[config.mk]
export PLATFORM = sky130hd
export DESIGN_NAME = adcStatsTop
export DESIGN_NICKNAME = d
export VERILOG_FILES = /design/src/adcStatsPkg.sv /design/src/sampleBusIf.sv /design/src/adcStatsTop.sv /design/src/bufferArbiter.sv /design/src/hostReadout.sv /design/src/sampleCapture.sv /design/src/sampleRam.sv /design/src/statsEngine.sv
export SDC_FILE = /design/constraint.sdc
export NUM_CORES = 2
export LEC_CHECK = 0
export BUFFER_PORTS_ARGS = -buffer_cell sky130_fd_sc_hd__buf_2
export CAP_MARGIN = 20
export CORE_MARGIN = 1.5
export CORE_UTILIZATION = 30
export DETAILED_ROUTE_END_ITERATION = 7
export SLEW_MARGIN = 20
export SYNTH_ARGS = -nofsm -noshare
export SYNTH_HDL_FRONTEND = slang
export SYNTH_HIERARCHICAL = 1
export SYNTH_SLANG_ARGS = --single-unit
[constraint.sdc]
create_clock -name clk -period 14.8 [get_ports clk]
set_clock_uncertainty 0.2 [all_clocks]
set_input_delay 1.48 -clock clk [delete_from_list [all_inputs] [get_ports clk]]
set_output_delay 1.48 -clock clk [all_outputs]
set_load 0.01 [all_outputs]
[src/adcStatsPkg.sv]
`default_nettype none

package adcStatsPkg;

    ////////////////////////////////////////////////////////////////////////////
    // Sample format
    ////////////////////////////////////////////////////////////////////////////

    // Raw ADC word, unsigned
    localparam int SAMPLE_W = 12;
    typedef logic [SAMPLE_W-1:0] sample_t;

    ////////////////////////////////////////////////////////////////////////////
    // Window and RAM geometry
    ////////////////////////////////////////////////////////////////////////////

    // One window per bank
    localparam int SAMPLES   = 80;
    localparam int BANKS     = 2;
    localparam int RAM_DEPTH = SAMPLES * BANKS;
    localparam int ADDR_W    = $clog2(RAM_DEPTH);
    // Index of a sample inside its window
    localparam int IDX_W     = $clog2(SAMPLES);
    // Room for a full window at full scale
    localparam int SUM_W     = SAMPLE_W + $clog2(SAMPLES);

    // Arbiter ports, lower index wins
    localparam int REQ_CAPTURE = 0;
    localparam int REQ_HOST    = 1;
    localparam int REQ_STATS   = 2;
    localparam int NUM_REQ     = 3;

    // RAM word of sample idx in the given bank
    function automatic logic [ADDR_W-1:0] sampleAddr(input logic bank,
                                                     input logic [IDX_W-1:0] idx);
        logic [ADDR_W-1:0] base;
        base = bank ? ADDR_W'(SAMPLES) : '0;
        return base + ADDR_W'(idx);
    endfunction

endpackage

`default_nettype wire

[src/sampleBusIf.sv]
`default_nettype none

// One requester's path into the shared sample RAM
interface sampleBusIf import adcStatsPkg::*; ();

    // Requester side, held until gnt
    logic              req;
    logic              we;
    logic [ADDR_W-1:0] addr;
    sample_t           wdata;

    // Arbiter side
    logic              gnt;
    sample_t           rdata;
    // One cycle after a granted read
    logic              rvalid;

    modport requester (
        output req, we, addr, wdata,
        input  gnt, rdata, rvalid
    );

    modport arbiter (
        input  req, we, addr, wdata,
        output gnt, rdata, rvalid
    );

endinterface

`default_nettype wire

[src/adcStatsTop.sv]
`default_nettype none

module adcStatsTop import adcStatsPkg::*; (
    input  logic               clk,
    input  logic               rst,
    input  logic               sampleValid,
    input  sample_t            sampleData,
    input  logic               hostRdReq,
    input  logic [ADDR_W-1:0]  hostRdAddr,
    output logic               hostRdValid,
    output sample_t            hostRdData,
    output logic               statsValid,
    output sample_t            average,
    output sample_t            minimum,
    output sample_t            maximum
);

    ////////////////////////////////////////////////////////////////////////////
    // Internal buses
    ////////////////////////////////////////////////////////////////////////////

    sampleBusIf captureBus ();
    sampleBusIf hostBus ();
    sampleBusIf statsBus ();

    // Window handoff from capture to statistics
    logic              windowDone;
    logic              doneBank;

    // RAM port
    logic              ramEn;
    logic              ramWe;
    logic [ADDR_W-1:0] ramAddr;
    sample_t           ramWdata;
    sample_t           ramRdata;

    ////////////////////////////////////////////////////////////////////////////
    // Requesters
    ////////////////////////////////////////////////////////////////////////////

    sampleCapture uCapture (
        .clk         (clk),
        .rst         (rst),
        .sampleValid (sampleValid),
        .sampleData  (sampleData),
        .bus         (captureBus.requester),
        .windowDone  (windowDone),
        .doneBank    (doneBank)
    );

    hostReadout uHost (
        .clk         (clk),
        .rst         (rst),
        .hostRdReq   (hostRdReq),
        .hostRdAddr  (hostRdAddr),
        .bus         (hostBus.requester),
        .hostRdValid (hostRdValid),
        .hostRdData  (hostRdData)
    );

    statsEngine uStats (
        .clk        (clk),
        .rst        (rst),
        .windowDone (windowDone),
        .doneBank   (doneBank),
        .bus        (statsBus.requester),
        .statsValid (statsValid),
        .average    (average),
        .minimum    (minimum),
        .maximum    (maximum)
    );

    // Shared RAM behind the arbiter
    bufferArbiter uArbiter (
        .clk      (clk),
        .rst      (rst),
        .capture  (captureBus.arbiter),
        .host     (hostBus.arbiter),
        .stats    (statsBus.arbiter),
        .ramEn    (ramEn),
        .ramWe    (ramWe),
        .ramAddr  (ramAddr),
        .ramWdata (ramWdata),
        .ramRdata (ramRdata)
    );

    sampleRam uRam (
        .clk   (clk),
        .en    (ramEn),
        .we    (ramWe),
        .addr  (ramAddr),
        .wdata (ramWdata),
        .rdata (ramRdata)
    );

endmodule

`default_nettype wire

[src/bufferArbiter.sv]
`default_nettype none

module bufferArbiter import adcStatsPkg::*; (
    input  logic               clk,
    input  logic               rst,
    sampleBusIf.arbiter        capture,
    sampleBusIf.arbiter        host,
    sampleBusIf.arbiter        stats,
    output logic               ramEn,
    output logic               ramWe,
    output logic [ADDR_W-1:0]  ramAddr,
    output sample_t            ramWdata,
    input  sample_t            ramRdata
);

    logic [NUM_REQ-1:0] reqVec;
    logic [NUM_REQ-1:0] gntVec;
    // One-hot owner of the read now in the RAM
    logic [NUM_REQ-1:0] rdOwner;

    always_comb begin
        reqVec              = '0;
        reqVec[REQ_CAPTURE] = capture.req;
        reqVec[REQ_HOST]    = host.req;
        reqVec[REQ_STATS]   = stats.req;
    end

    ////////////////////////////////////////////////////////////////////////////
    // Fixed priority grant and RAM mux
    ////////////////////////////////////////////////////////////////////////////

    always_comb begin
        gntVec   = '0;
        ramWe    = 1'b0;
        ramAddr  = '0;
        ramWdata = '0;
        if (reqVec[REQ_CAPTURE]) begin
            gntVec[REQ_CAPTURE] = 1'b1;
            ramWe               = capture.we;
            ramAddr             = capture.addr;
            ramWdata            = capture.wdata;
        end else if (reqVec[REQ_HOST]) begin
            gntVec[REQ_HOST] = 1'b1;
            ramWe            = host.we;
            ramAddr          = host.addr;
            ramWdata         = host.wdata;
        end else if (reqVec[REQ_STATS]) begin
            gntVec[REQ_STATS] = 1'b1;
            ramWe             = stats.we;
            ramAddr           = stats.addr;
            ramWdata          = stats.wdata;
        end
    end

    assign ramEn = |gntVec;

    assign capture.gnt = gntVec[REQ_CAPTURE];
    assign host.gnt    = gntVec[REQ_HOST];
    assign stats.gnt   = gntVec[REQ_STATS];

    ////////////////////////////////////////////////////////////////////////////
    // Read return steering
    ////////////////////////////////////////////////////////////////////////////

    // Writes return nothing
    always_ff @(posedge clk) begin
        if (rst) begin
            rdOwner <= '0;
        end else begin
            rdOwner <= ramWe ? '0 : gntVec;
        end
    end

    assign capture.rvalid = rdOwner[REQ_CAPTURE];
    assign host.rvalid    = rdOwner[REQ_HOST];
    assign stats.rvalid   = rdOwner[REQ_STATS];

    // Data only on the owner's bus
    assign capture.rdata = rdOwner[REQ_CAPTURE] ? ramRdata : '0;
    assign host.rdata    = rdOwner[REQ_HOST] ? ramRdata : '0;
    assign stats.rdata   = rdOwner[REQ_STATS] ? ramRdata : '0;

endmodule

`default_nettype wire

[src/hostReadout.sv]
`default_nettype none

module hostReadout import adcStatsPkg::*; (
    input  logic               clk,
    input  logic               rst,
    input  logic               hostRdReq,
    input  logic [ADDR_W-1:0]  hostRdAddr,
    sampleBusIf.requester      bus,
    output logic               hostRdValid,
    output sample_t            hostRdData
);

    logic [ADDR_W-1:0] addrReg;
    logic              pending;
    // Out of range path, same two-cycle latency as a RAM read
    logic              zeroPending;
    logic              zeroValid;
    logic              inRange;

    assign inRange = (hostRdAddr < ADDR_W'(RAM_DEPTH));

    assign bus.req   = pending;
    assign bus.we    = 1'b0;
    assign bus.addr  = addrReg;
    assign bus.wdata = '0;

    // RAM word or zero for a bad address
    assign hostRdValid = bus.rvalid | zeroValid;
    assign hostRdData  = bus.rvalid ? bus.rdata : '0;

    always_ff @(posedge clk) begin
        if (hostRdReq) begin
            addrReg <= hostRdAddr;
        end
    end

    always_ff @(posedge clk) begin
        if (rst) begin
            pending     <= 1'b0;
            zeroPending <= 1'b0;
            zeroValid   <= 1'b0;
        end else begin
            zeroPending <= hostRdReq & ~inRange;
            zeroValid   <= zeroPending;
            if (hostRdReq && inRange) begin
                pending <= 1'b1;
            end else if (bus.gnt) begin
                pending <= 1'b0;
            end
        end
    end

endmodule

`default_nettype wire

[src/sampleCapture.sv]
`default_nettype none

module sampleCapture import adcStatsPkg::*; (
    input  logic               clk,
    input  logic               rst,
    input  logic               sampleValid,
    input  sample_t            sampleData,
    sampleBusIf.requester      bus,
    output logic               windowDone,
    output logic               doneBank
);

    // Write position
    logic [IDX_W-1:0] idx;
    logic             bank;

    // Sample waiting for its write slot
    logic             pending;
    sample_t          holdData;

    // Write request, capture never reads
    assign bus.req   = pending;
    assign bus.we    = 1'b1;
    assign bus.addr  = sampleAddr(bank, idx);
    assign bus.wdata = holdData;

    // Hold register, reloaded on every strobe
    always_ff @(posedge clk) begin
        if (sampleValid) begin
            holdData <= sampleData;
        end
    end

    always_ff @(posedge clk) begin
        if (rst) begin
            pending    <= 1'b0;
            idx        <= '0;
            bank       <= 1'b0;
            windowDone <= 1'b0;
            doneBank   <= 1'b0;
        end else begin
            windowDone <= 1'b0;
            // New strobe keeps the request up
            if (sampleValid) begin
                pending <= 1'b1;
            end else if (bus.gnt) begin
                pending <= 1'b0;
            end
            // Advance on each completed write
            if (bus.gnt) begin
                if (idx == IDX_W'(SAMPLES - 1)) begin
                    // Window full, hand the bank over
                    idx        <= '0;
                    bank       <= ~bank;
                    windowDone <= 1'b1;
                    doneBank   <= bank;
                end else begin
                    idx <= idx + 1'b1;
                end
            end
        end
    end

endmodule

`default_nettype wire

[src/sampleRam.sv]
`default_nettype none

module sampleRam import adcStatsPkg::*; (
    input  logic               clk,
    input  logic               en,
    input  logic               we,
    input  logic [ADDR_W-1:0]  addr,
    input  sample_t            wdata,
    output sample_t            rdata
);

    // Bank 0 in the lower window, bank 1 above it
    sample_t mem [RAM_DEPTH];

    // Single port, registered read
    always_ff @(posedge clk) begin
        if (en) begin
            if (we) begin
                mem[addr] <= wdata;
            end else begin
                // Output holds during a write
                rdata <= mem[addr];
            end
        end
    end

endmodule

`default_nettype wire

[src/statsEngine.sv]
`default_nettype none

module statsEngine import adcStatsPkg::*; (
    input  logic               clk,
    input  logic               rst,
    input  logic               windowDone,
    input  logic               doneBank,
    sampleBusIf.requester      bus,
    output logic               statsValid,
    output sample_t            average,
    output sample_t            minimum,
    output sample_t            maximum
);

    ////////////////////////////////////////////////////////////////////////////
    // Control
    ////////////////////////////////////////////////////////////////////////////

    typedef enum logic [1:0] {
        IDLE,
        ISSUE,
        FINISH
    } statsState_t;

    statsState_t      state;
    // Reads granted so far
    logic [IDX_W-1:0] readIdx;
    // Bank under evaluation
    logic             bankSel;

    // Read-only requester
    assign bus.req   = (state == ISSUE);
    assign bus.we    = 1'b0;
    assign bus.addr  = sampleAddr(bankSel, readIdx);
    assign bus.wdata = '0;

    ////////////////////////////////////////////////////////////////////////////
    // Running statistics
    ////////////////////////////////////////////////////////////////////////////

    logic [SUM_W-1:0] runSum;
    sample_t          runMin;
    sample_t          runMax;

    // Running values with the returning word folded in
    logic [SUM_W-1:0] foldSum;
    sample_t          foldMin;
    sample_t          foldMax;
    logic [SUM_W-1:0] quotient;

    assign foldSum  = runSum + SUM_W'(bus.rdata);
    assign foldMin  = (bus.rdata < runMin) ? bus.rdata : runMin;
    assign foldMax  = (bus.rdata > runMax) ? bus.rdata : runMax;
    // Floor average, always fits a sample
    assign quotient = foldSum / SUM_W'(SAMPLES);

    // Accumulators start fresh on each window
    always_ff @(posedge clk) begin
        if (state == IDLE && windowDone) begin
            runSum  <= '0;
            runMin  <= '1;
            runMax  <= '0;
            bankSel <= doneBank;
        end else if (state == ISSUE && bus.rvalid) begin
            runSum <= foldSum;
            runMin <= foldMin;
            runMax <= foldMax;
        end
    end

    always_ff @(posedge clk) begin
        if (rst) begin
            state      <= IDLE;
            readIdx    <= '0;
            statsValid <= 1'b0;
            average    <= '0;
            minimum    <= '0;
            maximum    <= '0;
        end else begin
            statsValid <= 1'b0;
            case (state)
                IDLE: begin
                    readIdx <= '0;
                    if (windowDone) begin
                        state <= ISSUE;
                    end
                end
                ISSUE: begin
                    // Lost grant just retries the same word
                    if (bus.gnt) begin
                        readIdx <= readIdx + 1'b1;
                        if (readIdx == IDX_W'(SAMPLES - 1)) begin
                            state <= FINISH;
                        end
                    end
                end
                FINISH: begin
                    // Last word returns here
                    average    <= quotient[SAMPLE_W-1:0];
                    minimum    <= foldMin;
                    maximum    <= foldMax;
                    statsValid <= 1'b1;
                    state      <= IDLE;
                end
                default: begin
                    state <= IDLE;
                end
            endcase
        end
    end

endmodule

`default_nettype wire
==> results.json <==
{
  "antenna_found_initial": 8,
  "crit_chain": "and2_1 -> ha_1 -> nand2_1 -> nor2_1 -> a21boi_1 -> nor2_1 -> xor2_1 -> nand4_1 -> nor4_2 -> o31ai_2 -> nor2_2 -> o32ai_1 -> or4_1 -> nand2_1 -> a2111oi_0 -> or4_4 -> nand2_1 -> mux2i_1 -> a31oi_1 -> and4bb_4 -> or3_1 -> a22oi_1 -> o32ai_1",
  "cts_sinks": 2058,
  "num_vias": 44800,
  "cp.required_ps": 15270,
  "rrSetupSlack_ps": 7110,
  "clk_pin_slew_ps": 60,
  "grt-ovfl-total": 0,
  "syn_inst": 4680,
  "place_congestion": 0.846,
  "first_pass_iters": 8,
  "drive_gt1_frac": 0.220,
  "powerDensity_nw_per_um2": 134,
  "hpwl_um": 125000,
  "clockRootBuffer": "clkbuf_16",
  "vias_per_cell": 5.12,
  "setup_viol": 0,
  "avgSynthCellArea_um2": 18.0,
  "design_area_um2": 96400,
  "synthesis.area_um2": 84300,
  "grt_use_total": 0.144,
  "cts_resized": 0,
  "tns_ps": 0,
  "drt-initial-drc-count": 5398,
  "worst_path_most_repeated_cell": "nand2_1",
  "crit_type": "flop to flop",
  "ys_warn_count": 6,
  "drcViolationCount": 30,
  "cts_buffers": 202,
  "syn_to_final_growth_pct": 14.3,
  "fin_crit_sh": 0.520,
  "grt_pass1_wl_um": 307000,
  "grt_max_degree": 161,
  "insertion_delay_ps": 840,
  "cts_tree": "yes",
  "min_path_type": "flop to flop",
  "worstPathArrival_ps": 8160,
  "period_needed_ps": 7690,
  "endpoint_kind": "flop",
  "fp.dieArea_um2": 284000,
  "first_global_vias": 44100,
  "hold_viol": 0,
  "outcome": "complete, but fails checks",
  "start_util": 0.302,
  "cap_violations": 0,
  "cts_buffer_depth": 3,
  "portBuffers": 73,
  "hold_slack_ps": 249,
  "dpl-instance-area_um2": 89600,
  "start_kind": "flop",
  "drt_wl_total_um": 210000,
  "die_w_um": 533,
  "rsz0062_at_grt": "false",
  "die_height_um": 533,
  "wire_per_inst_um": 24.0,
  "vdd_drop_max_v": 0.000122,
  "layout_commonest_cell": "edfxtp_1",
  "fmax_mhz": 130,
  "violations": "DRC",
  "post_cts_buffers": 0,
  "layout_common_cells": "edfxtp_1 (1,953), mux4_2 (372), mux2i_1 (321), nor2_1 (227), a22oi_1 (204)",
  "rows": 194,
  "htree_levels": 4,
  "power_mw": 12.9,
  "num-fill-cells": 26000,
  "cp_slowest_cell": "xor2_1",
  "core_um2": 279000,
  "p_leak_nw": 30.3,
  "crit_fanout": 14,
  "slew_viol_final": 0,
  "hold_buffers": 0,
  "max_stage_delay_ps": 760,
  "tightestPinTransition_ps": 1130,
  "io_pins": 74,
  "num-nets-final": 4935,
  "ant_nets": 0,
  "slew_headroom": 0.243
}
-- per-layer routing --
metal / vias to the layer above / track usage / wire length, um
met5: - / 0 / 12
met4: 2 / 0.0424 / 5740
met3: 336 / 0.0290 / 16300
met2: 1776 / 0.228 / 97800
met1: 23400 / 0.201 / 90400
li1: 19300 / - / -
-- metrics by stage --
stage                     utilization  worst slack, ps  cells
after detailed placement        0.321             7180   8386
after floorplan                     -             8430   4704
final                           0.345             7110   8759
after global placement          0.321             7340   8386
after CTS                       0.345             7120   8757
after global routing            0.345             6610   8758
-- flip-flops by register name, summed over array words and instances, names as in the netlist --
signal               flops
uHost/zeroPending        1
uStats/readIdx           7
uStats/statsValid        1
uArbiter/rdOwner         2
uHost/zeroValid          1
uCapture/idx             7
uStats/average          12
uRam/rdata              12
uStats/runSum           19
uStats/minimum          12
uStats/runMax           12
uCapture/bank            1
uHost/bus.req            1
uStats/bankSel           1
uRam/mem              1920
uCapture/doneBank        1
uCapture/bus.req         1
uCapture/bus.wdata      12
uStats/state             2
uStats/runMin           12
uHost/bus.addr           8
uCapture/windowDone      1
uStats/maximum          12
-- final cells by class --
type | instances | area, um2 | area share
Sequential cell | 2058 | 60700 | 0.630
Multi-Input combinational cell | 2289 | 22100 | 0.229
Tap cell | 3724 | 4660 | 0.0483
Clock buffer | 240 | 5220 | 0.0541
Antenna cell | 1 | 2.50 | 0.0000260
Inverter | 40 | 151 | 0.00157
Clock inverter | 131 | 1520 | 0.0158
Timing Repair Buffer | 276 | 2040 | 0.0212
-- critical path, delay by kind of cell (launching register included) --
kind,cells,cell delay (ps)
and+or+nand+nor,13,4040
xor gates and xnor gates,1,760
adders and majority gates,1,510
AOI/OAI and AO/OA,7,1210
muxes,1,220
DFF,1,530
-- power by group --
| part | internal (mW) | leakage (nW) | total [mW] | switching (mW) |
|---|---|---|---|---|
| Combinational | 0.405 | 8.47 | 1.23 | 0.827 |
| Clock | 2.99 | 3.25 | 5.21 | 2.22 |
| Sequential | 6.50 | 18.6 | 6.51 | 0.00925 |
| Total | 9.89 | 30.3 | 12.9 | 3.06 |
-- final timing paths --
path / from / end / depth (start not counted)
worst min register to register: uHost/zeroPending / uHost/zeroValid / 1
worst max-delay path: uArbiter/rdOwner[2] / uStats/average[0] / 23
worst max register to register: uArbiter/rdOwner[2] / uStats/average[0] / 23
worst min-delay path: uHost/zeroPending / uHost/zeroValid / 1
Power figures use the tool's default switching activity.
